--- config.mk ---
export PLATFORM = sky130hd
export DESIGN_NAME = sync_ram
export DESIGN_NICKNAME = d
export VERILOG_FILES = /design/src/source/gb_mem_pkg.sv /design/src/source/sync_ram.sv
export SDC_FILE = /design/constraint.sdc
export NUM_CORES = 2
export LEC_CHECK = 0
export CAP_MARGIN = 0
export CORE_MARGIN = 4
export CORE_UTILIZATION = 60
export CTS_BUF_LIST = sky130_fd_sc_hd__clkbuf_4 sky130_fd_sc_hd__clkbuf_8
export DETAILED_ROUTE_END_ITERATION = 10
export DONT_BUFFER_PORTS = 1
export PLACE_DENSITY = 0.76
export SETUP_SLACK_MARGIN = 0.4
export SLEW_MARGIN = 10
export SYNTH_ARGS = -nofsm -noshare
export SYNTH_HDL_FRONTEND = slang
export SYNTH_SLANG_ARGS = --single-unit
export TNS_END_PERCENT = 20
--- constraint.sdc ---
create_clock -name clk -period 3.39 [get_ports clk]
set_clock_uncertainty 0.15 [all_clocks]
set_input_delay 0.5085 -clock clk [delete_from_list [all_inputs] [get_ports clk]]
set_output_delay 0.5085 -clock clk [all_outputs]
set_load 0.01 [all_outputs]
--- src/source/gb_mem_pkg.sv ---
`default_nettype none

package gb_mem_pkg;

  typedef logic [7:0] byte_t;

  // Same 16 bits, flat for decode or page:offset for DMA
  typedef union packed {
    logic [15:0] flat;
    struct packed {
      byte_t page;
      byte_t offset;
    } paged;
  } gb_addr_t;

  typedef struct packed {
    gb_addr_t addr;
    byte_t    wdata;
    logic     write;
  } cpu_req_t;

  // RAM uses only the low address bits
  typedef struct packed {
    logic [15:0] addr;
    byte_t       wdata;
    logic        en;
    logic        we;
  } ram_port_t;

  typedef enum logic [2:0] {
    REGION_VRAM,
    REGION_WRAM,
    REGION_OAM,
    REGION_HRAM,
    REGION_DMA_REG,
    REGION_OPEN
  } mem_region_t;

  // Memory map
  localparam logic [15:0] VRAM_START   = 16'h8000;
  localparam logic [15:0] VRAM_END     = 16'h9FFF;
  localparam logic [15:0] WRAM_START   = 16'hC000;
  // Echo RAM folds onto work RAM up to here
  localparam logic [15:0] ECHO_END     = 16'hFDFF;
  localparam logic [15:0] OAM_START    = 16'hFE00;
  localparam logic [15:0] OAM_END      = 16'hFE9F;
  localparam logic [15:0] DMA_REG_ADDR = 16'hFF46;
  localparam logic [15:0] HRAM_START   = 16'hFF80;
  localparam logic [15:0] HRAM_END     = 16'hFFFE;

  // Bytes per OAM DMA
  localparam int DMA_LENGTH = 160;

  localparam int VRAM_ADDR_BITS = 13;
  localparam int WRAM_ADDR_BITS = 13;
  localparam int OAM_ADDR_BITS  = 8;
  localparam int HRAM_ADDR_BITS = 7;

  localparam byte_t OPEN_BUS_DATA = 8'hFF;

endpackage

`default_nettype wire

--- src/source/sync_ram.sv ---
`timescale 1ns/1ps
`default_nettype none

module sync_ram #(
  parameter int ADDR_BITS = 8
) (
  input  logic                  clk,
  input  gb_mem_pkg::ram_port_t port,
  output gb_mem_pkg::byte_t     rdata
);

  localparam int DEPTH = 2 ** ADDR_BITS;

  gb_mem_pkg::byte_t mem [DEPTH];

  logic [ADDR_BITS-1:0] index;

  assign index = port.addr[ADDR_BITS-1:0];

  // Read returns the old byte on a write
  always_ff @(posedge clk) begin
    if (port.en) begin
      if (port.we) begin
        mem[index] <= port.wdata;
      end
      rdata <= mem[index];
    end
  end

endmodule

`default_nettype wire

==> summary.md <==
## Placement
- **post-placement setup slack** 0.127 ns
- **DPL Wire Length** 94,600 µm
- **input/output buffers** 0
- **Area after DPL** 0.0824 mm²
- **placer's final routability congestion estimate** 0.812

## STA
- **post-layout min period** 2.91 ns
- **final hold vios** 1,893
- **Max Transition Viols Final** 147
- **# setup viols final** 0
- **Final Worst Setup Slack** 0.478 ns
- **slew margin rel.** -17.5%
- **setup repair after global routing missed its margin** false
- **part of the cycle the worst path needs** 85.9%
- **highest achievable clock rate** 343 MHz
- **accumulated negative setup slack** 0 ns
- **worst slack on hold paths** -0.473 ns
- **slew at the pin closest to its max-slew limit** 1.76 ns

## Routing
- **final wirelength** 180,000 µm
- **number of detailed-routing iterations run before antenna repair** 6
- **antenna-violating nets left** 0
- **count of unresolved DRC violations after routing** 0
- **Initial DRC Count** 5,643
- **Routed wire per std cell** 30.2 µm
- **via count** 38,800
- **average vias per placed instance** 6.51

## Synth
- **main combinational cell family by area after synthesis** multiplexers
- **net count of the mapped netlist** 3,552
- **Post-Synthesis Cells** 3,525
- **basic-gate share of the synthesized area counting and, or, nand and nor cells** 1.60%
- **dominant register cell in the synthesized netlist** sky130_fd_sc_hd__edfxtp_1
- **Cell Area, Synth** 0.0784 mm²
- **Synth async-reset ratio** 0%
- **Yosys top cell by area** sky130_fd_sc_hd__edfxtp_1
- **synthesized area divided by synthesized cell count** 22.2 µm²
- **fraction of the yosys area taken by sequential cells** 78.8%
- **cells taking the most area after synthesis** sky130_fd_sc_hd__edfxtp_1 79%, sky130_fd_sc_hd__mux4_2 15%, sky130_fd_sc_hd__a22oi_1 2.5%
- **multiplexer share of the synthesized area** 14.7%
- **Post-synth EDFFs** 2,056
- **Yosys reg bits** 2,056
- **adder-cell share of the synthesized area** 0%
- **fraction of the mapped netlist area in compound gates** 3.63%
- **fraction of post-synthesis cell area in the top cell type by area** 78.8%
- **number of warning messages in the yosys log** 0
- **Unique masters post-synth** 21
- **xor/xnor cell area share of the yosys netlist** 0%

## Setup path
- **critical path launch point type** primary input
- **delay of the slowest cell on the worst path** 0.59 ns
- **biggest fanout along the worst timing path** 30
- **worst endpoint required time** 3.97 ns
- **origin of the worst setup path** port[10]
- **number of buffers and inverters on the critical path** 4
- **category of cells accounting for the largest share of critical-path delay** compound AO/OA/AOI/OAI gates
- **Top cell by count, worst path** sky130_fd_sc_hd__buf_16
- **startpoint of the worst register-to-register path** mem[59][4]
- **element type at the critical path end** flop
- **kind of critical path** in -> reg
- **data arrival time at the worst-slack endpoint** 3.49 ns
- **slowest cell on the critical path** sky130_fd_sc_hd__o41ai_1
- **cells along the critical path** buf_16, buf_16, buf_16, mux4_2, a22oi_1, a21oi_1, o41ai_1, buf_4, nand4_1

## Global routing
- **number of antenna violations at the first check in global routing** 5
- **GR Overflow Total** 0
- **wire length of the first global-routing pass** 260,000 µm
- **GRT Resource Usage Total** 26.3%
- **number of global-route vias before repair** 39,200
- **largest net degree at the start of global routing** 517

## Cells and area
- **final std cell area, no fill** 0.0887 mm²
- **Total Nets Final** 4,029
- **growth of design area from synthesis to finish** 13.2%
- **fill cell count** 7,640
- **utilization after layout** 68.4%
- **fraction of layout instances using a drive strength above 1** 32.3%
- **Multi-input gate area** 0.0157 mm²
- **FF+latch area** 0.0617 mm²

## Floorplan
- **IO Count** 35
- **floorplan die height** 369 µm
- **Die X-Extent** 369 µm
- **Floorplan Core Area** 0.130 mm²
- **overall die area** 0.136 mm²
- **starting density of the core** 60.4%
- **Site Rows** 132

## Clock tree
- **clk sinks** 2,056
- **post-CTS setup buffer count** 0
- **clock insertion delay at the later pin of the skew report** 1.01 ns
- **total CTS buffers** 329
- **number of levels the H-tree was split into** 5
- **Post-CTS Resized** 0
- **clock slew at reported path FFs** 0.06 ns
- **TritonCTS clock tree** done
- **clock tree root buffer cell** sky130_fd_sc_hd__clkbuf_8
- **count of hold buffers inserted by post-cts repair** 7
- **Bufs on Longest Clock Path** 4

## Pwr
- **maximum vdd drop** 477 µV
- **static leakage** 27.8 nW
- **overall power of the completed layout** 49.3 mW
- **power density over cell area** 556 mW/mm²

## Min path
- **launch point of the worst hold path** port[9]
- **class of the tightest hold or removal check** in -> reg

## Outcome
- **outcome** finished, violations left
- **violated checks** hold timing, slew limit

## Run
- **number of maximum-capacitance constraint violations** 0

## placed cells by master, fill, tap and decap left out, types with 7 or more instances in the layout
master / netlist / final
sky130_fd_sc_hd__a21oi_1: 128 / 128
sky130_fd_sc_hd__a22oi_1: 256 / 256
sky130_fd_sc_hd__buf_12: 0 / 9
sky130_fd_sc_hd__buf_4: 12 / 343
sky130_fd_sc_hd__clkbuf_16: 0 / 8
sky130_fd_sc_hd__clkbuf_4: 0 / 97
sky130_fd_sc_hd__clkbuf_8: 0 / 337
sky130_fd_sc_hd__clkinv_1: 0 / 78
sky130_fd_sc_hd__clkinv_2: 0 / 23
sky130_fd_sc_hd__clkinvlp_4: 0 / 7
sky130_fd_sc_hd__diode_2: 0 / 8
sky130_fd_sc_hd__dlygate4sd3_1: 0 / 7
sky130_fd_sc_hd__edfxtp_1: 2056 / 2056
sky130_fd_sc_hd__mux4_2: 512 / 512
sky130_fd_sc_hd__nand2_1: 30 / 18
sky130_fd_sc_hd__nand2_2: 0 / 12
sky130_fd_sc_hd__nand4_1: 8 / 8
sky130_fd_sc_hd__nor2_1: 259 / 258
sky130_fd_sc_hd__o41ai_1: 32 / 32
## cells in the mapped netlist (2+ instances only)
master / count
sky130_fd_sc_hd__edfxtp_1: 2056
sky130_fd_sc_hd__mux4_2: 512
sky130_fd_sc_hd__nor2_1: 259
sky130_fd_sc_hd__a22oi_1: 256
sky130_fd_sc_hd__clkbuf_1: 143
sky130_fd_sc_hd__a21oi_1: 128
sky130_fd_sc_hd__buf_2: 39
sky130_fd_sc_hd__o41ai_1: 32
sky130_fd_sc_hd__nand2_1: 30
sky130_fd_sc_hd__buf_1: 23
sky130_fd_sc_hd__buf_4: 12
sky130_fd_sc_hd__buf_6: 8
sky130_fd_sc_hd__nand4_1: 8
sky130_fd_sc_hd__nor2b_1: 6
sky130_fd_sc_hd__nand3_1: 4
sky130_fd_sc_hd__and2_1: 2
sky130_fd_sc_hd__nand2b_1: 2
sky130_fd_sc_hd__nor3b_1: 2
## kinds of logic (layout without fill, tap and decap cells)
logic type | Yosys count | after routing
buffers and inverters | 225 | 917
AOI/OAI and AO/OA | 416 | 416
DFF | 2056 | 2056
other | 0 | 8
muxes | 512 | 512
and+or+nand+nor | 316 | 316
## area by class of cell
type                            count  share of cell area [%]
Antenna cell                        8                  0.0226
Clock buffer                      434                    6.05
Clock inverter                    112                   0.654
Multi-Input combinational cell   1244                    17.7
Sequential cell                  2056                    69.6
Tap cell                         1742                    2.46
Timing Repair Buffer              371                    3.53
## routing by layer
metal	GRT usage [%]	share of wire, %	up-vias
met1	38.0	37	20100
met2	39.7	48	2318
li1	-	-	16000
met5	0	0.0094	-
met3	6.76	12	410
met4	9.81	3.3	2
## power breakdown
group / internal [mW] / switching [mW] / total (mW)
logic: 0.797 / 0.874 / 1.67
clock network: 10.5 / 9.08 / 19.6
registers: 28.0 / 0.0438 / 28.1
total: 39.3 / 10.0 / 49.3
## final timing paths
path                                    end  slack, ns  cells past startpoint
worst min register to register     rdata[0]       0.90                      5
worst min-delay path            mem[127][7]      -0.47                      0
worst max-delay path               rdata[4]       0.48                      9
worst max register to register     rdata[4]       0.70                      6
## state kept, by name, indices dropped and copies added (netlist names)
signal,cells
rdata,8
mem,2048
## stage by stage
step,hold WS [ns],instances
global placement,0.491,5394
CTS,-0.551,5947
detailed placement,0.487,5394
global route,-0.536,5960
floorplan,0.457,3525
finish,-0.473,5967
Power figures use the tool's default switching activity.
