<file path="config.mk">
export PLATFORM = sky130hd
export DESIGN_NAME = oam_dma
export DESIGN_NICKNAME = d
export VERILOG_FILES = /design/src/source/gb_mem_pkg.sv /design/src/source/oam_dma.sv
export SDC_FILE = /design/constraint.sdc
export NUM_CORES = 1
export LEC_CHECK = 0
export BUFFER_PORTS_ARGS = -buffer_cell sky130_fd_sc_hd__buf_2
export CORE_AREA = 5 5 58 60
export DETAILED_ROUTE_END_ITERATION = 8
export DIE_AREA = 0 0 63 65
export HOLD_SLACK_MARGIN = 0.06
export PLACE_DENSITY_LB_ADDON = 0.3
export SYNTH_ARGS = -nofsm -noshare
export SYNTH_HDL_FRONTEND = slang
export SYNTH_SLANG_ARGS = --single-unit
export TNS_END_PERCENT = 50
</file>
<file path="constraint.sdc">
create_clock -name clk -period 1.75 [get_ports clk]
set_clock_uncertainty 0.2 [all_clocks]
set_input_delay 0.0875 -clock clk [delete_from_list [all_inputs] [get_ports clk]]
set_output_delay 0.0875 -clock clk [all_outputs]
set_load 0.005 [all_outputs]
</file>
<file path="src/source/gb_mem_pkg.sv">
`default_nettype none

package gb_mem_pkg;

  typedef logic [7:0] byte_t;

  // Same 16 bits, flat for decode or page:offset for DMA
  typedef union packed {
    logic [15:0] flat;
    struct packed {
      byte_t page;
      byte_t offset;
    } paged;
  } gb_addr_t;

  typedef struct packed {
    gb_addr_t addr;
    byte_t    wdata;
    logic     write;
  } cpu_req_t;

  // RAM uses only the low address bits
  typedef struct packed {
    logic [15:0] addr;
    byte_t       wdata;
    logic        en;
    logic        we;
  } ram_port_t;

  typedef enum logic [2:0] {
    REGION_VRAM,
    REGION_WRAM,
    REGION_OAM,
    REGION_HRAM,
    REGION_DMA_REG,
    REGION_OPEN
  } mem_region_t;

  // Memory map
  localparam logic [15:0] VRAM_START   = 16'h8000;
  localparam logic [15:0] VRAM_END     = 16'h9FFF;
  localparam logic [15:0] WRAM_START   = 16'hC000;
  // Echo RAM folds onto work RAM up to here
  localparam logic [15:0] ECHO_END     = 16'hFDFF;
  localparam logic [15:0] OAM_START    = 16'hFE00;
  localparam logic [15:0] OAM_END      = 16'hFE9F;
  localparam logic [15:0] DMA_REG_ADDR = 16'hFF46;
  localparam logic [15:0] HRAM_START   = 16'hFF80;
  localparam logic [15:0] HRAM_END     = 16'hFFFE;

  // Bytes per OAM DMA
  localparam int DMA_LENGTH = 160;

  localparam int VRAM_ADDR_BITS = 13;
  localparam int WRAM_ADDR_BITS = 13;
  localparam int OAM_ADDR_BITS  = 8;
  localparam int HRAM_ADDR_BITS = 7;

  localparam byte_t OPEN_BUS_DATA = 8'hFF;

endpackage

`default_nettype wire

</file>
<file path="src/source/oam_dma.sv">
`timescale 1ns/1ps
`default_nettype none

module oam_dma (
  input  logic                 clk,
  input  logic                 reset,
  input  logic                 start,
  input  gb_mem_pkg::byte_t    page,
  output logic                 busy,
  output logic                 src_rd,
  output gb_mem_pkg::gb_addr_t src_addr,
  input  gb_mem_pkg::byte_t    src_data,
  output logic                 oam_wr,
  output gb_mem_pkg::byte_t    oam_index,
  output gb_mem_pkg::byte_t    oam_wdata
);

  localparam gb_mem_pkg::byte_t LAST_OFFSET =
    gb_mem_pkg::byte_t'(gb_mem_pkg::DMA_LENGTH - 1);

  gb_mem_pkg::byte_t page_q;
  gb_mem_pkg::byte_t offset;
  logic              rd_active;

  // Stage 1 reads, stage 2 writes the byte read one cycle earlier
  always_ff @(posedge clk or posedge reset) begin
    if (reset) begin
      rd_active <= 1'b0;
      offset    <= '0;
      oam_wr    <= 1'b0;
    end else begin
      if (start) begin
        rd_active <= 1'b1;
        offset    <= '0;
      end else if (rd_active) begin
        offset <= offset + 8'd1;
        if (offset == LAST_OFFSET) rd_active <= 1'b0;
      end
      oam_wr <= rd_active;
    end
  end

  always_ff @(posedge clk) begin
    if (start) page_q <= page;
    oam_index <= offset;
  end

  always_comb begin
    src_addr.paged.page   = page_q;
    src_addr.paged.offset = offset;
  end

  assign src_rd    = rd_active;
  assign busy      = rd_active | oam_wr;
  assign oam_wdata = src_data;

endmodule

`default_nettype wire

</file>
==> results.toml, run 1 <==
[drt]
ant_nets = 0
first_iter_violations = 0
vias = 705
wl_um = 2100
vias_per_cell = 4.67
wl_per_cell_um = 13.9
drcViolationCount = 0
first_pass_iters = 1

[finish]
diodes = 0
nFillCells = 266
nNetsFinal = 139
syn_to_final_growth_pct = 43.4
drive_gt1_share_pct = 39.0

[yosys]
ys_warn_count = 0
syn_inst = 68
synth_area_um2 = 925
synthesis.nets = 88
synth_cell_type_count = 21
syn_area_per_cell_um2 = 13.6
synth-seq-cells = 26
seq_area_frac_synth_pct = 70.4

[critical_path]
cp.required_ps = 1460
path_class = "reg2out"
endpoint_kind = "output pin"
worstPathArrival_ps = 1360
r2r_setup_slack_ps = 160
critPathLaunchType = "flip-flop"
cp_max_fo = 8

[timing]
fin_setup_tns_ps = 0
rsz0062_at_grt = "false"
whs_ps = 62.0
hold_violations = 0
setup_viol = 0
fmax_ghz = 0.606
min_period_over_period_pct = 94.3
tightest_slew_ps = 396
maxSlewHeadroom_pct = 73.6
drv_slew = 0
period_needed_ps = 1650

[global_route]
grt_antenna_before_repair = 0
grt_use_met1_pct = 13.4
grt_overflow = 0
first_global_vias = 752
grt_use_met3_pct = 5.37
grt_pass1_wl_um = 3550
grt_use_met2_pct = 16.8
grtUsageTotal_pct = 10.9
top_usage_layer = "met2"
grt_max_degree = 18

[placement]
dp_hpwl_um = 1360
place_congestion = 0.709
portBuffers = 37

[die]
die-height_um = 65
core_um2 = 2880
ios = 54
dieArea_um2 = 4100
num_rows = 20
dieWidth_um = 63
initial_core_util_pct = 32.1

[power_and_ir_drop]
leakagePower_nw = 0.611
peakVddDrop_mv = 0.627
p_per_area_nw_per_um2 = 884

[clocking]
clock_latency_ps = 320
cts.sinks = 26
cts_tree = "built"
clk_pin_slew_ps = 130
cts_root_buffer = "clkbuf_4"
cts_buffers = 3
ctsHtreeMaxLevel = 1
cts_buffer_depth = 2

[worst_hold_path]
hold_path.class = "in2async"

[run]
max-cap-violations = 0

[outcome]
status = "finished clean"
-- metrics by stage --
step	setup WS, ps	power (mW)	instance area, um^2	std cells	utilization [%]
floorplan	294	0.716	925	68	-
global placement	251	0.745	1090	129	37.8
detailed placement	188	0.748	1090	129	37.8
CTS	20.5	1.20	1320	151	45.9
global route	9.35	1.23	1330	151	46.1
finish	99.2	1.17	1330	151	46.1
-- what timing repair did --
item                                    CTS  global route
hold buffers                             18             0
endpoints found under the setup margin    0             2
setup buffers                             0             0
resized for setup                         0             3
hold endpoints to repair                 43             0
-- cells by family (layout without fill, tap and decap cells) --
logic type      count (synthesis)  in the layout  share of synthesized area [%]
compound gates                  7              7                           3.79
xor+xnor                        4              4                           3.79
fa+ha+maj                       1              1                           1.35
buf+inv                        11             61                           8.12
flops                          26             26                           70.4
mux                             1              1                           1.08
simple gates                   18             18                           11.5
-- synthesized netlist by cell type, drive strengths merged --
cell type	instances	area [um^2]
or3	3	18.8
a21oi	3	15.0
o21ai	4	20.0
mux2i	1	10.0
inv	1	3.75
buf	9	67.6
dfrtp	10	250
nand3	2	10.0
nand4bb	1	11.3
nand4	4	31.3
nand2	1	3.75
or2	1	6.26
nand2b	1	6.26
xnor2	1	8.76
edfxtp	8	240
dfxtp	8	160
ha	1	12.5
xor2	3	26.3
clkbuf	1	3.75
nor2	5	18.8
-- path summary, 6_finish.rpt --
check / start / to / cells past startpoint
setup reg to reg: offset[1] / offset[6] / 4
hold reg to reg: offset[7] / oam_index[7] / 0
setup / recovery: src_rd / busy / 3
max in group asynchronous: reset / src_rd / 3
hold / removal: reset / oam_wr / 3
min in group clk: offset[7] / oam_index[7] / 0
-- worst max-delay path: stages, from the launching register on --
cell and delay (ps):
dfrtp_2 500, buf_6 140, or2_2 280, buf_2 130
-- routing by layer --
metal	routed length, um	vias to the layer above
met5	0	-
met2	873	50
met1	946	325
met3	256	4
li1	-	326
met4	21	0
-- where the power goes --
group / internal [mW] / switching, mW
Sequential: 0.652 / 0.0154
Combinational: 0.0583 / 0.0413
Clock: 0.232 / 0.174
-- cell usage in the layout (no fill, tap or decap), types with 4 or more instances in the layout --
cell type / instances
nor2_1: 5
edfxtp_1: 8
dlygate4sd3_1: 18
buf_2: 37
dfxtp_1: 8
o21ai_0: 4
dfrtp_1: 8
-- registers in the layout, summed over array words and instances, names as in the netlist --
signal,count
oam_index,8
oam_wr,1
page_q,8
offset,8
src_rd,1
-- cell type report --
type / instances / area [um^2] / area share [%]
Multi-Input combinational cell: 31 / 199 / 15.0
Sequential cell: 26 / 653 / 49.2
Timing Repair Buffer: 56 / 377 / 28.4
Clock buffer: 3 / 22.5 / 1.70
Inverter: 1 / 3.75 / 0.283
Clock inverter: 1 / 30.0 / 2.26
Tap cell: 33 / 41.3 / 3.11
Power figures use the tool's default switching activity.
==> run 2, diff against run 1 <==
- CORE_AREA: 5 5 58 60 -> 5 5 54 56
- DIE_AREA: 0 0 63 65 -> 0 0 59 61
==> run 2 against run 1 <==
Against the previous run: cell count decreased by 2.6%; sequential power about the same; critical endpoint unchanged; utilization increased by 8.7 points; count of clock-buffer cells in the layout unchanged; design area decreased by 1.3%; largest cell class unchanged; maximum frequency increased by 4.0%.
==> results.toml, run 2 (synthesis results as in run 1) <==
[critical_path]
r2r_setup_slack_ps = 200
path_class = "reg2out"
reg2reg_depth = 4
endpoint_kind = "output pin"
r2r-start = "offset[0]"
worstPathArrival_ps = 1300
critPathLaunchType = "flip-flop"
cp_max_fo = 11
rr_endpoint = "offset[6]"
cp.required_ps = 1460
worstSetupStartpoint = "src_rd"

[timing]
rsz0062_at_grt = "false"
fin_setup_tns_ps = 0
min_period_over_period_pct = 90.7
fmax_ghz = 0.630
fin_ws_ps = 163
setup_viol = 0
maxSlewHeadroom_pct = 73.6
tightest_slew_ps = 396
drv_slew = 0
hold_violations = 0
whs_ps = 67.2
period_needed_ps = 1590

[worst_hold_path]
hold_path.class = "in2async"

[power_and_ir_drop]
p_total_mw = 1.17
p_per_area_nw_per_um2 = 895
peakVddDrop_mv = 0.623
leakagePower_nw = 0.607

[drt]
wl_per_cell_um = 13.8
first_iter_violations = 19
vias = 689
ant_nets = 0
first_pass_iters = 3
wl_um = 2030
drcViolationCount = 0
vias_per_cell = 4.69

[global_route]
grt_overflow = 0
grt_max_degree = 18
grt_pass1_wl_um = 3170
first_global_vias = 712
grt_antenna_before_repair = 0
grtUsageTotal_pct = 12.0

[outcome]
status = "finished clean"

[die]
die-height_um = 61
initial_core_util_pct = 38.7
ios = 54
core_um2 = 2390
dieArea_um2 = 3600
dieWidth_um = 59
num_rows = 18

[finish]
diodes = 0
multi_input_area_um2 = 199
layout_common_cells = "37 x buf_2, 18 x dlygate4sd3_1, 10 x dfrtp_1"
layout_commonest_cell = "buf_2"
regArea_um2 = 651
final_cells = 147
design_area_um2 = 1310
final_util_pct = 54.8
nFillCells = 220
syn_to_final_growth_pct = 41.5
drive_gt1_share_pct = 36.8
nNetsFinal = 138
top_regs = "oam_index x8, offset x8, page_q x8"

[placement]
portBuffers = 37
place_inst = 125
dp_slack_ps = 184
dp_hpwl_um = 1400
place_congestion = 0.751
placed_area_um2 = 1080

[run]
max-cap-violations = 0

[clocking]
hold_buffers = 18
cts_root_buffer = "clkbuf_4"
ctsHtreeMaxLevel = 1
cts_tree = "built"
cts.sinks = 26
cts_buffer_depth = 2
clk_pin_slew_ps = 150
ctsResizeCount = 0
clock_latency_ps = 320
cts_buffers = 3
postCtsSetupRepairBufs = 0
run 2: changes by cell type in the layout (fill, tap and decap cells not counted):
cell | previous run | this run
buf_6 | 1 | 0
dfrtp_2 | 2 | 0
dfrtp_1 | 8 | 10
run 2: worst max-delay path by stage:
stage	endpoint	slack, ps	depth (start not counted)
3_5_place_dp	offset[6]	180	4
6_report	busy	160	2
4_1_cts	busy	140	2
3_3_place_gp	offset[6]	260	4
5_1_grt	busy	60	2
2_1_floorplan	offset[6]	290	4
run 2: final cells by class:
cell class / count / area share, %
clock buffers: 3 / 1.72
repair buffers: 55 / 27.9
multi-input cells: 31 / 15.2
flip-flops and latches: 26 / 49.7
well taps: 30 / 2.87
inverters: 1 / 0.287
clock inverters: 1 / 2.29
run 2: layer usage:
| metal | wire, um | up-vias | GRT usage, % |
|---|---|---|---|
| met5 | 0 | - | 0 |
| met2 | 900 | 42 | 19.4 |
| li1 | - | 328 | - |
| met1 | 903 | 317 | 14.6 |
| met3 | 212 | 2 | 3.83 |
| met4 | 13 | 0 | 5.83 |
run 2: worst max-delay path, stage by stage, from the launching register on:
cell and delay, ps:
dfrtp_1 530, or2_2 340, buf_2 130
run 2: where the power goes:
part	switching (mW)	internal, mW
combinational	0.0412	0.0582
clock	0.174	0.232
sequential	0.0148	0.652
total	0.230	0.942
==> run 3, diff against run 2 <==
==> constraint.sdc (replaced) <==
create_clock -name clk -period 1.75 [get_ports clk]
set_clock_uncertainty 0.2 [all_clocks]
set_input_delay 0.175 -clock clk [delete_from_list [all_inputs] [get_ports clk]]
set_output_delay 0.175 -clock clk [all_outputs]
set_load 0.005 [all_outputs]
==> run 3 against run 2 <==
Against the previous run: total power is 1.5% lower; highest routed layer unchanged; via count is 5.4% lower; non-clock buffer count is 8 lower; clock power hardly changed; largest cell class unchanged; critical path depth stayed put; first-iteration DRC count stayed put; routed wire length is 3.6% lower; count of clock-buffer cells in the layout stayed put.
==> results.toml, run 3 (synthesis results as in run 1) <==
[timing]
fmax_ghz = 0.615
min_period_over_period_pct = 93.0
tightest_slew_ps = 396
rsz0062_at_grt = "false"
period_needed_ps = 1630
maxSlewHeadroom_pct = 73.6
fin_setup_tns_ps = 0
hold_violations = 0
setup_viol = 0
fin_ws_ps = 123
drv_slew = 0

[drt]
drcViolationCount = 0
wl_um = 1960
first_pass_iters = 3
dr.max_layer_used = "met4"
ant_nets = 0
vias_per_cell = 4.69
dr_wl_met3_um = 226
first_iter_violations = 19
wl_per_cell_um = 14.1
dr_wl_met2_um = 839
drt-met1-wl_um = 853
vias = 652

[power_and_ir_drop]
switchingPower_mw = 0.225
switching_share_pct = 19.5
p_per_area_nw_per_um2 = 939
peakVddDrop_mv = 0.621
clkPwrFrac_pct = 35.1
power.internal_mw = 0.930
leakagePower_nw = 0.573
seqPwrFrac_pct = 57.8
comb_power_share_pct = 7.1

[clocking]
ctsHtreeMaxLevel = 1
postCtsSetupRepairBufs = 0
cts_buffer_depth = 2
cts_buffers = 3
clk_pin_slew_ps = 150
cts_root_buffer = "clkbuf_4"
cts.sinks = 26
clock_latency_ps = 320
cts_tree = "built"

[placement]
place_congestion = 0.751
dp_slack_ps = 184
dp_hpwl_um = 1400
portBuffers = 37
placed_area_um2 = 1080

[finish]
drive_gt1_share_pct = 40.4
syn_to_final_growth_pct = 33.0
layout_commonest_cell = "buf_2"
final_util_pct = 51.5
top_regs = "oam_index x8, offset x8, page_q x8"
nFillCells = 227
design_area_um2 = 1230
layout_common_cells = "37 x buf_2, 10 x dlygate4sd3_1, 9 x dfrtp_1"
diodes = 0
nNetsFinal = 130

[critical_path]
path_class = "reg2out"
cp.required_ps = 1370
worstPathArrival_ps = 1250
critPathLaunchType = "flip-flop"
endpoint_kind = "output pin"
critPathMaxStageDelay_ps = 510
cp_max_fo = 11
path_cells = "or2_2 > buf_2"
slowest_stage = "dfrtp_2"

[die]
initial_core_util_pct = 38.7
dieWidth_um = 59
ios = 54
core_um2 = 2390
dieArea_um2 = 3600
num_rows = 18
die-height_um = 61

[global_route]
grt_pass1_wl_um = 3110
grt_antenna_before_repair = 0
grt_max_degree = 18
grtUsageTotal_pct = 11.8
first_global_vias = 672
grt_overflow = 0

[outcome]
status = "finished clean"

[run]
max-cap-violations = 0

[worst_hold_path]
hold_path.class = "in2async"
[run 3: layout make-up]
| cell class | count | area (um^2) | area share, % |
|---|---|---|---|
| Clock buffer | 3 | 22.5 | 1.83 |
| Sequential cell | 26 | 652 | 53.0 |
| Multi-Input combinational cell | 31 | 199 | 16.2 |
| Clock inverter | 1 | 30.0 | 2.44 |
| Tap cell | 30 | 37.5 | 3.05 |
| Inverter | 1 | 3.75 | 0.305 |
| Timing Repair Buffer | 47 | 285 | 23.2 |
[run 3: what timing repair did]
item / in CTS / in global routing
endpoints found under the setup margin: 0 / 1
hold buffers: 10 / 0
hold endpoints to repair: 31 / 0
resized for setup: 0 / 1
[run 3: final timing paths]
path,start,end,slack (ps),cells past startpoint
worst max-delay path,src_rd,busy,120,2
worst min-delay path,reset,offset[3],150,3
worst max register to register,offset[0],offset[6],200,4
worst min register to register,offset[7],oam_index[7],260,0
max in group asynchronous,reset,src_rd,880,3
min in group clk,src_data[3],oam_wdata[3],150,0
[run 3: metal layers]
metal	vias up	GRT usage [%]
met5	-	0
met4	0	7.12
met3	8	4.26
met2	34	18.1
met1	299	14.1
li1	311	-
[run 3: critical path: cells and delay by family, from the launching register on]
kind	cells	cell delay [ps]
buffers and inverters	1	130
flip-flops	1	510
AND/OR/NAND/NOR	1	310
[run 3: power groups by stage]
stage	clock (mW)	combinational [mW]	sequential (mW)
2_1_floorplan	0	0.0329	0.683
3_3_place_gp	0	0.0652	0.679
3_5_place_dp	0	0.0670	0.680
4_1_cts	0.417	0.0846	0.667
5_1_grt	0.450	0.0936	0.672
6_report	0.405	0.0824	0.667
[run 3: per-stage QoR]
stage,std cells,hold slack [ps],total power [mW]
5_1_grt,139,150,1.22
3_5_place_dp,125,-17.0,0.747
3_3_place_gp,125,-24.9,0.744
2_1_floorplan,68,-185,0.716
6_report,139,150,1.15
4_1_cts,139,150,1.17
