[config.mk]
export PLATFORM = sky130hd
export DESIGN_NAME = mmu_ctrl
export DESIGN_NICKNAME = d
export VERILOG_FILES = /design/src/source/gb_mem_pkg.sv /design/src/source/mmu_ctrl.sv
export SDC_FILE = /design/constraint.sdc
export NUM_CORES = 1
export LEC_CHECK = 0
export BUFFER_PORTS_ARGS = -buffer_cell sky130_fd_sc_hd__clkbuf_2
export CAP_MARGIN = 20
export CORE_MARGIN = 3
export CORE_UTILIZATION = 34
export CTS_CLUSTER_DIAMETER = 150
export CTS_CLUSTER_SIZE = 28
export DETAILED_ROUTE_END_ITERATION = 8
export PLACE_DENSITY_LB_ADDON = 0.25
export SYNTH_ARGS = -nofsm -noshare
export SYNTH_HDL_FRONTEND = slang
export SYNTH_SLANG_ARGS = --single-unit
[constraint.sdc]
create_clock -name clk -period 1.7 [get_ports clk]
set_input_delay 0.255 -clock clk [delete_from_list [all_inputs] [get_ports clk]]
set_output_delay 0.255 -clock clk [all_outputs]
set_load 0.01 [all_outputs]
[src/source/gb_mem_pkg.sv]
`default_nettype none

package gb_mem_pkg;

  typedef logic [7:0] byte_t;

  // Same 16 bits, flat for decode or page:offset for DMA
  typedef union packed {
    logic [15:0] flat;
    struct packed {
      byte_t page;
      byte_t offset;
    } paged;
  } gb_addr_t;

  typedef struct packed {
    gb_addr_t addr;
    byte_t    wdata;
    logic     write;
  } cpu_req_t;

  // RAM uses only the low address bits
  typedef struct packed {
    logic [15:0] addr;
    byte_t       wdata;
    logic        en;
    logic        we;
  } ram_port_t;

  typedef enum logic [2:0] {
    REGION_VRAM,
    REGION_WRAM,
    REGION_OAM,
    REGION_HRAM,
    REGION_DMA_REG,
    REGION_OPEN
  } mem_region_t;

  // Memory map
  localparam logic [15:0] VRAM_START   = 16'h8000;
  localparam logic [15:0] VRAM_END     = 16'h9FFF;
  localparam logic [15:0] WRAM_START   = 16'hC000;
  // Echo RAM folds onto work RAM up to here
  localparam logic [15:0] ECHO_END     = 16'hFDFF;
  localparam logic [15:0] OAM_START    = 16'hFE00;
  localparam logic [15:0] OAM_END      = 16'hFE9F;
  localparam logic [15:0] DMA_REG_ADDR = 16'hFF46;
  localparam logic [15:0] HRAM_START   = 16'hFF80;
  localparam logic [15:0] HRAM_END     = 16'hFFFE;

  // Bytes per OAM DMA
  localparam int DMA_LENGTH = 160;

  localparam int VRAM_ADDR_BITS = 13;
  localparam int WRAM_ADDR_BITS = 13;
  localparam int OAM_ADDR_BITS  = 8;
  localparam int HRAM_ADDR_BITS = 7;

  localparam byte_t OPEN_BUS_DATA = 8'hFF;

endpackage

`default_nettype wire

[src/source/mmu_ctrl.sv]
`timescale 1ns/1ps
`default_nettype none

module mmu_ctrl (
  input  logic                  clk,
  input  logic                  reset,
  input  logic                  req_valid,
  input  gb_mem_pkg::cpu_req_t  req,
  output logic                  req_ready,
  output logic                  rsp_valid,
  output gb_mem_pkg::byte_t     rsp_data,
  output gb_mem_pkg::ram_port_t vram_port,
  output gb_mem_pkg::ram_port_t wram_port,
  output gb_mem_pkg::ram_port_t oam_port,
  output gb_mem_pkg::ram_port_t hram_port,
  input  gb_mem_pkg::byte_t     vram_rdata,
  input  gb_mem_pkg::byte_t     wram_rdata,
  input  gb_mem_pkg::byte_t     oam_rdata,
  input  gb_mem_pkg::byte_t     hram_rdata,
  output logic                  dma_start,
  output gb_mem_pkg::byte_t     dma_page,
  input  logic                  dma_busy,
  input  logic                  dma_src_rd,
  input  logic                  dma_oam_wr,
  input  gb_mem_pkg::gb_addr_t  dma_src_addr,
  input  gb_mem_pkg::byte_t     dma_oam_index,
  input  gb_mem_pkg::byte_t     dma_oam_wdata,
  output gb_mem_pkg::byte_t     dma_src_data
);

  function automatic gb_mem_pkg::mem_region_t decode_region(input logic [15:0] a);
    gb_mem_pkg::mem_region_t r;
    if (a inside {[gb_mem_pkg::VRAM_START : gb_mem_pkg::VRAM_END]}) begin
      r = gb_mem_pkg::REGION_VRAM;
    end else if (a inside {[gb_mem_pkg::WRAM_START : gb_mem_pkg::ECHO_END]}) begin
      r = gb_mem_pkg::REGION_WRAM;
    end else if (a inside {[gb_mem_pkg::OAM_START : gb_mem_pkg::OAM_END]}) begin
      r = gb_mem_pkg::REGION_OAM;
    end else if (a inside {[gb_mem_pkg::HRAM_START : gb_mem_pkg::HRAM_END]}) begin
      r = gb_mem_pkg::REGION_HRAM;
    end else if (a == gb_mem_pkg::DMA_REG_ADDR) begin
      r = gb_mem_pkg::REGION_DMA_REG;
    end else begin
      r = gb_mem_pkg::REGION_OPEN;
    end
    return r;
  endfunction

  gb_mem_pkg::mem_region_t req_region;
  gb_mem_pkg::mem_region_t src_region;
  gb_mem_pkg::mem_region_t rsp_region;
  gb_mem_pkg::mem_region_t src_region_q;
  gb_mem_pkg::ram_port_t   cpu_port;
  gb_mem_pkg::ram_port_t   src_port;
  gb_mem_pkg::ram_port_t   oam_dma_port;
  gb_mem_pkg::byte_t       dma_reg;
  logic                    accept;

  assign req_region = decode_region(req.addr.flat);
  assign src_region = decode_region(dma_src_addr.flat);

  // Only high RAM stays reachable during a DMA
  assign req_ready = !dma_busy || (req_region == gb_mem_pkg::REGION_HRAM);
  assign accept    = req_valid && req_ready;

  assign dma_start = accept && req.write && (req_region == gb_mem_pkg::REGION_DMA_REG);
  assign dma_page  = req.wdata;

  always_comb begin
    cpu_port.addr  = req.addr.flat;
    cpu_port.wdata = req.wdata;
    cpu_port.en    = accept;
    cpu_port.we    = accept && req.write;

    src_port.addr  = dma_src_addr.flat;
    src_port.wdata = '0;
    src_port.en    = dma_src_rd;
    src_port.we    = 1'b0;

    oam_dma_port.addr  = {gb_mem_pkg::OAM_START[15:8], dma_oam_index};
    oam_dma_port.wdata = dma_oam_wdata;
    oam_dma_port.en    = dma_oam_wr;
    oam_dma_port.we    = dma_oam_wr;
  end

  always_comb begin
    vram_port = '0;
    wram_port = '0;
    oam_port  = '0;
    hram_port = '0;
    case (req_region)
      gb_mem_pkg::REGION_VRAM: vram_port = cpu_port;
      gb_mem_pkg::REGION_WRAM: wram_port = cpu_port;
      gb_mem_pkg::REGION_OAM:  oam_port  = cpu_port;
      gb_mem_pkg::REGION_HRAM: hram_port = cpu_port;
      default: ;
    endcase
    // Sequencer owns its source RAM and OAM while busy
    if (dma_busy) begin
      if (src_region == gb_mem_pkg::REGION_VRAM) vram_port = src_port;
      if (src_region == gb_mem_pkg::REGION_WRAM) wram_port = src_port;
      oam_port = oam_dma_port;
    end
  end

  always_ff @(posedge clk or posedge reset) begin
    if (reset) begin
      rsp_valid    <= 1'b0;
      rsp_region   <= gb_mem_pkg::REGION_OPEN;
      src_region_q <= gb_mem_pkg::REGION_OPEN;
      dma_reg      <= '0;
    end else begin
      rsp_valid <= accept && !req.write;
      if (accept && !req.write) rsp_region <= req_region;
      if (dma_src_rd) src_region_q <= src_region;
      if (dma_start) dma_reg <= dma_page;
    end
  end

  always_comb begin
    case (rsp_region)
      gb_mem_pkg::REGION_VRAM:    rsp_data = vram_rdata;
      gb_mem_pkg::REGION_WRAM:    rsp_data = wram_rdata;
      gb_mem_pkg::REGION_OAM:     rsp_data = oam_rdata;
      gb_mem_pkg::REGION_HRAM:    rsp_data = hram_rdata;
      gb_mem_pkg::REGION_DMA_REG: rsp_data = dma_reg;
      default:                    rsp_data = gb_mem_pkg::OPEN_BUS_DATA;
    endcase
  end

  // DMA sources other than VRAM and WRAM read as open bus
  always_comb begin
    case (src_region_q)
      gb_mem_pkg::REGION_VRAM: dma_src_data = vram_rdata;
      gb_mem_pkg::REGION_WRAM: dma_src_data = wram_rdata;
      default:                 dma_src_data = gb_mem_pkg::OPEN_BUS_DATA;
    endcase
  end

endmodule

`default_nettype wire

==> results.cfg, run 1 <==
[run_status]
status = finished with violations
violations = setup timing

[critical_path]
rr_endpoint = src_region_q[0]
cpMaxStageDelayCell = dfstp_2
endpoint_kind = output pin
cpPeakStageDelay_ns = 0.58
required_ns = 1.44
r2r-start = src_region_q[0]
r2r_cells = 3
critPathKind = flop to output pin
worstPathArrival_ns = 1.64
crit_fanout = 5
ff2ff_setup_slack_ns = 0.59
start_kind = flop
crit_chain = buf_12, mux2_4, o22ai_2, a22oi_2, buf_2

[final_layout]
final_util = 0.704
layout.cells.non_filler = 660
nNetsFinal = 679
final-seq-area_um2 = 380
nFillCells = 534
area_growth_pct = 95.8
largest_reg_flops = 8
drive_above_1_share = 0.655
multi_input_area_um2 = 2000
num_antenna_cells = 0

[pwr]
internal_power_w = 0.00108
p_comb_frac = 0.609
p_leak_nw = 2.43
powerDensity_nw_per_um2 = 378
p_switching_w = 0.000647
clockPowerShare = 0.162
power_switching_share = 0.374
power.share.sequential = 0.229
ir_drop_v = 0.000275

[floorplanning]
start_util = 0.360
core_um2 = 6490
pin_count = 226
die_w_um = 88.9
die_area_um2 = 7900
rows = 29
die_y_um = 88.9

[detailed_routing]
wire_per_inst_um = 17.1
vias = 3547
route.detailed.drc = 0
drt_pass1_iterations = 4
vias_per_cell = 5.37
antenna_left = 0
drt-total-wl_mm = 11.3
drt_iter0_markers = 114

[logic_synthesis]
synth-seq-cells = 15
synth-edff-count = 0
yosysUniqueCellTypes = 51
yosysTopAreaCellShare = 0.124
ys.warnings.count = 0
seq_area_frac_synth = 0.163
synth_ff_type = dfrtp_1
syn-instance-count = 311
yosysMostFrequentCell = nand2_1
synth_common_cells = 39 x nand2_1, 33 x a22o_1, 33 x and2_1
synthTopCellsByArea = a22o_1 12%, dfrtp_1 12%, and2_1 8.8%
async_flop_share = 1.00
synth_top_cell_by_area = a22o_1
avgSynthCellArea_um2 = 7.51
syn_area_um2 = 2340

[placed_design]
gp_congestion = 0.860
dp_hpwl_mm = 8.43
portBuffers = 222
post-place-cells = 627

[cts]
clk_latency_ns = 0.24
clock_tree.buffer_depth = 2
cts_tree = yes
numCtsBuffers = 3
numClockSinks = 15
clk_pin_slew_ns = 0.06
cts.htree.levels = 1
root_buffer = clkbuf_8

[timing]
rsz0062_at_grt = true
fin_ws_ns = -0.198
fmax_mhz = 527
final.period_utilization = 1.12
final_hold_viol_count = 0
max-slew-margin-rel = 0.630
setup_viol = 40
finalCriticalPeriod_ns = 1.90
tightest_slew_ns = 0.555
slew_viol_final = 0
clock_skew_ns = 0

[worst_hold_path]
hold_class = input port to async pin

[run]
maxCapViolations = 0

[global_routing]
grt_max_degree = 19
grt_pass1_wl_mm = 15.2
antenna_found_initial = 0
grt_usage = 0.243
grt-ovfl-total = 0
grt_pass1_vias = 3068
critical path, delay by kind of cell (launching register included):
kind	cells	cell delay (ns)
muxes	1	0.30
buffers and inverters	2	0.28
AOI/OAI and AO/OA	2	0.25
DFF	1	0.58
layout by cell type (no fill, tap or decap), drive strengths merged, types with 2 or more instances in the layout:
cell type    n
inv          7
or2          3
buf        157
a22oi        7
a22o        33
nand4        6
o21bai       7
and2        33
a32o         3
dfstp        4
o22ai       10
dfrtp       11
nor3         6
o21ai       23
o21a         2
o2111ai      2
mux2i       15
and4         2
conb         3
o211a        2
nor2        18
nand3        4
nand2       39
mux2        15
and3b        2
clkbuf     147
a21oi        3
power groups by stage:
stage | sequential, W | clock (W) | combinational (W)
5_1_grt | 0.000398 | 0.000300 | 0.00113
4_1_cts | 0.000398 | 0.000282 | 0.000926
6_report | 0.000396 | 0.000280 | 0.00105
2_1_floorplan | 0.000387 | 0 | 0.000417
3_3_place_gp | 0.000408 | 0 | 0.000823
3_5_place_dp | 0.000409 | 0 | 0.000833
cells by family (layout without fill, tap and decap cells):
family	count (synthesis)	count (layout)	synth area share
AOI/OAI and AO/OA	101	101	0.322
buffers and inverters	42	312	0.0878
DFF	15	15	0.163
muxes	30	30	0.137
other	1	3	0.00161
and+or+nand+nor	122	122	0.289
how the worst max path moves through the flow:
stage | depth (start not counted) | slack (ns) | start | end
CTS | 5 | -0.14 | rsp_region[2] | rsp_data[7]
finish | 5 | -0.20 | rsp_region[2] | rsp_data[7]
detailed placement | 7 | -0.28 | req[22] | wram_port[1]
global placement | 7 | -0.24 | req[22] | wram_port[1]
floorplan | 5 | -0.02 | req[22] | hram_port[16]
global route | 5 | -0.23 | rsp_region[2] | rsp_data[7]
what timing repair did:
action / 4_1_cts / 5_1_grt
hold endpoints to repair: 0 / 0
pin swaps: 21 / 31
gates cloned: 1 / 3
buffers inserted: 16 / 11
resized for setup: 37 / 170
endpoints found under the setup margin: 86 / 101
hold buffers: 0 / 0
metrics by stage:
stage | power, W | area, um^2 | hold slack [ns] | worst slack (ns) | setup TNS, ns
final | 0.00173 | 4570 | 0.0380 | -0.198 | -1.76
after CTS | 0.00161 | 4090 | 0.0536 | -0.139 | -2.31
after global routing | 0.00183 | 4570 | 0.0913 | -0.230 | -4.73
after global placement | 0.00123 | 3770 | 0.307 | -0.242 | -9.53
after floorplan | 0.000804 | 2350 | 0.154 | -0.0234 | -0.409
after detailed placement | 0.00124 | 3770 | 0.312 | -0.278 | -10.83
cell type report:
cell class,count,area share
clock buffer,4,0.00985
inverter,8,0.00684
multi-input combinational,256,0.437
sequential,15,0.0832
tap,77,0.0211
timing repair buffer,300,0.442
layer usage:
metal	part of all wire	GRT usage
met5	0	0
met1	0.42	0.329
met2	0.51	0.424
met4	0.015	0.0426
met3	0.053	0.0212
(Power assumes the default switching activity.)
==> inputs of run 2 (changes only) <==
--- a/config.mk
+++ b/config.mk
@@ -7,11 +7,11 @@
 export LEC_CHECK = 0
 export BUFFER_PORTS_ARGS = -buffer_cell sky130_fd_sc_hd__clkbuf_2
 export CAP_MARGIN = 20
-export CORE_MARGIN = 3
-export CORE_UTILIZATION = 34
+export CORE_AREA = 3 3 86 88
 export CTS_CLUSTER_DIAMETER = 150
 export CTS_CLUSTER_SIZE = 28
 export DETAILED_ROUTE_END_ITERATION = 8
+export DIE_AREA = 0 0 89 91
 export PLACE_DENSITY_LB_ADDON = 0.25
 export SYNTH_ARGS = -nofsm -noshare
 export SYNTH_HDL_FRONTEND = slang
==> constraint.sdc (replaced) <==
create_clock -name clk -period 2 [get_ports clk]
set_input_delay 0.3 -clock clk [delete_from_list [all_inputs] [get_ports clk]]
set_output_delay 0.3 -clock clk [all_outputs]
set_load 0.01 [all_outputs]
==> results.cfg, run 2 (synthesis results as in run 1) <==
[detailed_routing]
drt_pass1_iterations = 4
antenna_left = 0
drt-total-wl_mm = 9.94
wire_per_inst_um = 16.1
drt_iter0_markers = 111
vias = 3321
vias_per_cell = 5.37
route.detailed.drc = 0

[cts]
root_buffer = clkbuf_8
cts_tree = yes
cts_hold_buffers = 0
clk_latency_ns = 0.25
numClockSinks = 15
clock_tree.buffer_depth = 2
cts.htree.levels = 1
numCtsBuffers = 3
clk_pin_slew_ns = 0.06

[timing]
finalCriticalPeriod_ns = 1.93
tns_ns = 0
clock_skew_ns = 0
fmax_mhz = 518
hold_slack_ns = 0.0747
final.period_utilization = 0.966
final_hold_viol_count = 0
setup_viol = 0
rsz0062_at_grt = true
slew_viol_final = 0
max-slew-margin-rel = 0.586
tightest_slew_ns = 0.619

[global_routing]
grt-ovfl-total = 0
grt_pass1_vias = 3070
grt_max_degree = 25
grt_usage = 0.230
antenna_found_initial = 0
grt_pass1_wl_mm = 15.0

[final_layout]
num_antenna_cells = 0
layout.cells.non_filler = 618
mostFrequentLayoutCell = clkbuf_2
area_growth_pct = 60.4
layout_common_cells = 221 x clkbuf_2, 38 x nand2_1, 33 x and2_1, 33 x a22o_1, 30 x buf_4
nNetsFinal = 634
final_util = 0.558
largest_reg_flops = 8
drive_above_1_share = 0.559

[placed_design]
dp_hpwl_mm = 8.23
portBuffers = 222
post-place-cells = 609
gp_congestion = 0.854

[run]
maxCapViolations = 0

[pwr]
p_switching_w = 0.000504
power_switching_share = 0.391
power.share.sequential = 0.268
p_leak_nw = 2.04
powerDensity_nw_per_um2 = 344
ir_drop_v = 0.000200
clockPowerShare = 0.188
p_comb_frac = 0.544
internal_power_w = 0.000785
p_total_w = 0.00129

[worst_hold_path]
hold_class = input port to async pin

[floorplanning]
die_area_um2 = 8100
die_y_um = 91
die_w_um = 89
pin_count = 226
rows = 30
core_um2 = 6720
start_util = 0.348

[critical_path]
required_ns = 1.70
start_kind = input port
critPathKind = input port to output pin
crit_fanout = 2
endpoint_kind = output pin
worstPathArrival_ns = 1.63

[run_status]
status = finished, final reports clean
==> run 2: worst max-delay path, cell delays in order <==
cell	delay, ns
clkbuf_2	0.10
or4b_4	0.54
nor4_4	0.18
nand3_1	0.10
nor3_1	0.22
clkbuf_2	0.19
==> run 2: power by group through the flow <==
| stage | logic (W) | registers (W) | clock network (W) |
|---|---|---|---|
| global placement | 0.000662 | 0.000351 | 0 |
| finish | 0.000702 | 0.000345 | 0.000242 |
| global route | 0.000770 | 0.000348 | 0.000267 |
| CTS | 0.000687 | 0.000343 | 0.000247 |
| floorplan | 0.000353 | 0.000329 | 0 |
| detailed placement | 0.000671 | 0.000351 | 0 |
==> run 2: path summary, 6_finish.rpt <==
check,start,to,slack (ns),depth (start not counted)
max in group asynchronous,reset,rsp_region[0],1.55,2
worst max register to register,src_region_q[0],src_region_q[0],0.96,2
worst min register to register,src_region_q[2],src_region_q[2],0.48,2
worst min-delay path,reset,dma_reg[2],0.07,2
worst max-delay path,req[9],dma_start,0.07,6
min in group clk,dma_src_rd,src_region_q[2],0.32,2
==> run 2: through the flow <==
step / area [um^2] / setup slack (ns)
after floorplan: 2340 / 0.143
after global placement: 3600 / 0.0324
after detailed placement: 3600 / -0.0112
after CTS: 3660 / -0.00969
after global routing: 3750 / -0.0289
final: 3750 / 0.0681
==> run 2: layer usage <==
layer | GRT usage | share of wire | vias up
met5 | 0 | 0 | -
li1 | - | - | 1594
met3 | 0.0372 | 0.072 | 26
met1 | 0.275 | 0.39 | 1544
met4 | 0.0744 | 0.028 | 0
met2 | 0.408 | 0.51 | 157
==> run 2: timing repair <==
action | 4_1_cts | 5_1_grt
buffers inserted | 2 | 3
setup endpoints to repair | 3 | 44
resized for setup | 0 | 19
pin swaps | 0 | 2
==> run 2: layout make-up <==
type	count	area, um^2
clock buffers	3	41.3
clock inverters	1	5.00
fillers	643	2970
inverters	8	32.5
multi-input cells	256	1810
flip-flops and latches	15	380
well taps	80	100
repair buffers	255	1380
==> inputs of run 3 (changes only) <==
--- a/config.mk
+++ b/config.mk
@@ -5,13 +5,14 @@
 export SDC_FILE = /design/constraint.sdc
 export NUM_CORES = 1
 export LEC_CHECK = 0
+export ABC_AREA = 1
 export BUFFER_PORTS_ARGS = -buffer_cell sky130_fd_sc_hd__clkbuf_2
 export CAP_MARGIN = 20
-export CORE_AREA = 3 3 86 88
+export CORE_AREA = 3 3 87 89
 export CTS_CLUSTER_DIAMETER = 150
 export CTS_CLUSTER_SIZE = 28
 export DETAILED_ROUTE_END_ITERATION = 8
-export DIE_AREA = 0 0 89 91
+export DIE_AREA = 0 0 90 92
 export PLACE_DENSITY_LB_ADDON = 0.25
 export SYNTH_ARGS = -nofsm -noshare
 export SYNTH_HDL_FRONTEND = slang
==> results.cfg, run 3 <==
[timing]
fmax_mhz = 504
hold_slack_ns = 0.0741
rsz0062_at_grt = true
max-slew-margin-rel = 0.628
final.period_utilization = 0.992
clock_skew_ns = 0
tightest_slew_ns = 0.558
final_hold_viol_count = 0
setup_viol = 0
fin_ws_ns = 0.0157
finalCriticalPeriod_ns = 1.98
slew_viol_final = 0

[detailed_routing]
vias = 3503
drt-total-wl_mm = 10.2
vias_per_cell = 4.82
wire_per_inst_um = 14.1
drt_pass1_iterations = 7
antenna_left = 0
route.detailed.drc = 0
drt_iter0_markers = 178

[floorplanning]
die_y_um = 92
die_area_um2 = 8280
pin_count = 226
core_um2 = 6830
start_util = 0.329
rows = 30
die_w_um = 90

[global_routing]
grt-ovfl-total = 0
antenna_found_initial = 0
grt_max_degree = 21
gr-usage-met2 = 0.399
grt_usage = 0.231
met3_usage = 0.0295
grt_pass1_vias = 3174
grt-busiest-layer = met2
grt_pass1_wl_mm = 15.9
met1_usage = 0.308

[logic_synthesis]
synthTopCellsByArea = nand2_1 20%, dfrtp_1 12%, inv_1 11%
yosysUniqueCellTypes = 32
yosysMostFrequentCell = nand2_1
synth-seq-cells = 15
seq_area_frac_synth = 0.169
avgSynthCellArea_um2 = 5.61
synth_compound_area_frac = 0.172
synth-xor-area-share = 0
syn-instance-count = 400
synth_top_cell_by_area = nand2_1
ys.warnings.count = 0
async_flop_share = 1.00
synthAdderAreaFrac = 0
synthMuxAreaShare = 0
syn_area_um2 = 2250
synth_top_family_by_area = simple AND/OR/NAND/NOR gates
yosysTopAreaCellShare = 0.196
synth_simple_gate_area_frac = 0.479
synth_ff_type = dfrtp_1
synth_common_cells = 117 x nand2_1, 65 x inv_1, 44 x nor2_1
synth-edff-count = 0

[final_layout]
largest_reg_flops = 8
num_antenna_cells = 0
final_area_um2 = 3660
layout.cells.non_filler = 727
mostFrequentLayoutCell = clkbuf_2
nNetsFinal = 727
layout_common_cells = 221 x clkbuf_2, 117 x nand2_1, 63 x inv_1
area_growth_pct = 62.8
drive_above_1_share = 0.461

[pwr]
ir_drop_v = 0.000186
powerDensity_nw_per_um2 = 381
power_switching_share = 0.427
power.share.sequential = 0.245
p_switching_w = 0.000594
clockPowerShare = 0.176
p_total_w = 0.00139
p_leak_nw = 2.35
p_comb_frac = 0.579
internal_power_w = 0.000799

[cts]
numClockSinks = 15
root_buffer = clkbuf_8
cts_hold_buffers = 0
clk_pin_slew_ns = 0.06
clk_latency_ns = 0.25
cts.htree.levels = 1
numCtsBuffers = 3
cts_tree = yes
clock_tree.buffer_depth = 2

[critical_path]
worstPathArrival_ns = 1.68
endpoint_kind = output pin
crit_fanout = 5
cp_top_family = flip-flops
critPathKind = flop to output pin
crit_chain = buf_4, nor3_4, buf_4, a221oi_1, nand4_1, clkbuf_2
crit_path_frequent_cell = buf_4
cpMaxStageDelayCell = dfstp_2
cpPeakStageDelay_ns = 0.55
cp_num_buf_inv = 3
start_kind = flop
required_ns = 1.70

[run_status]
status = finished, final reports clean

[worst_hold_path]
hold_class = input port to async pin

[placed_design]
gp_congestion = 0.947
placed_cell_area_um2 = 3500
post-place-cells = 717
dp_hpwl_mm = 8.68
portBuffers = 222
dp_slack_ns = 0.0963

[run]
maxCapViolations = 0
[run 3: cell types whose count changed after synthesis, moves of 19 or more]
cell	change
inv_1	+58
a22o_1	-31
o22ai_1	+19
nand3_1	+25
and2_1	-33
nand2_1	+78
nor2_1	+26
[run 3: power by group through the flow]
stage	logic, W	clock network (W)	registers, W
global placement	0.000741	0	0.000353
global route	0.000885	0.000259	0.000344
CTS	0.000773	0.000246	0.000341
floorplan	0.000408	0	0.000341
detailed placement	0.000747	0	0.000353
finish	0.000807	0.000244	0.000342
[run 3: logic make-up (layout without fill, tap and decap cells)]
logic type / count (synthesis) / in the layout
AO/OA/AOI/OAI: 63 / 63
buffers and inverters: 91 / 320
flip-flops: 15 / 15
other: 1 / 3
AND/OR/NAND/NOR: 230 / 230
[run 3: worst paths after layout]
| check | from | end | slack (ns) | cells after the start |
|---|---|---|---|---|
| worst max-delay path | rsp_region[2] | rsp_data[7] | 0.02 | 6 |
| worst min-delay path | reset | dma_reg[7] | 0.07 | 2 |
| worst max register to register | rsp_region[2] | rsp_region[2] | 1.14 | 3 |
| worst min register to register | rsp_region[0] | rsp_region[0] | 0.47 | 2 |
| max in group asynchronous | reset | src_region_q[2] | 1.54 | 2 |
| min in group clk | req[8] | dma_reg[7] | 0.31 | 3 |
[run 3: metal layers]
metal	vias up	wire (um)	part of all wire
li1	1749	-	-
met1	1569	4490	0.44
met2	171	4950	0.48
met3	14	675	0.066
met4	0	132	0.013
met5	-	0	0
[run 3: layout make-up]
class / count / area, um^2
Timing Repair Buffer: 250 / 1330
Clock buffer: 4 / 45.0
Inverter: 66 / 255
Tap cell: 96 / 120
Sequential cell: 15 / 380
Multi-Input combinational cell: 296 / 1530
Fill cell: 754 / 3180
[run 3: per-stage QoR]
| stage | utilization | TNS [ns] |
|---|---|---|
| CTS | 0.522 | 0 |
| global placement | 0.512 | 0 |
| finish | 0.535 | 0 |
| floorplan | - | 0 |
| detailed placement | 0.512 | 0 |
| global route | 0.535 | -0.225 |
[run 3: repair_timing]
item | CTS | global route
resized for setup | 2 | 14
setup endpoints to repair | 5 | 9
buffers inserted | 2 | 4
pin swaps | 0 | 8
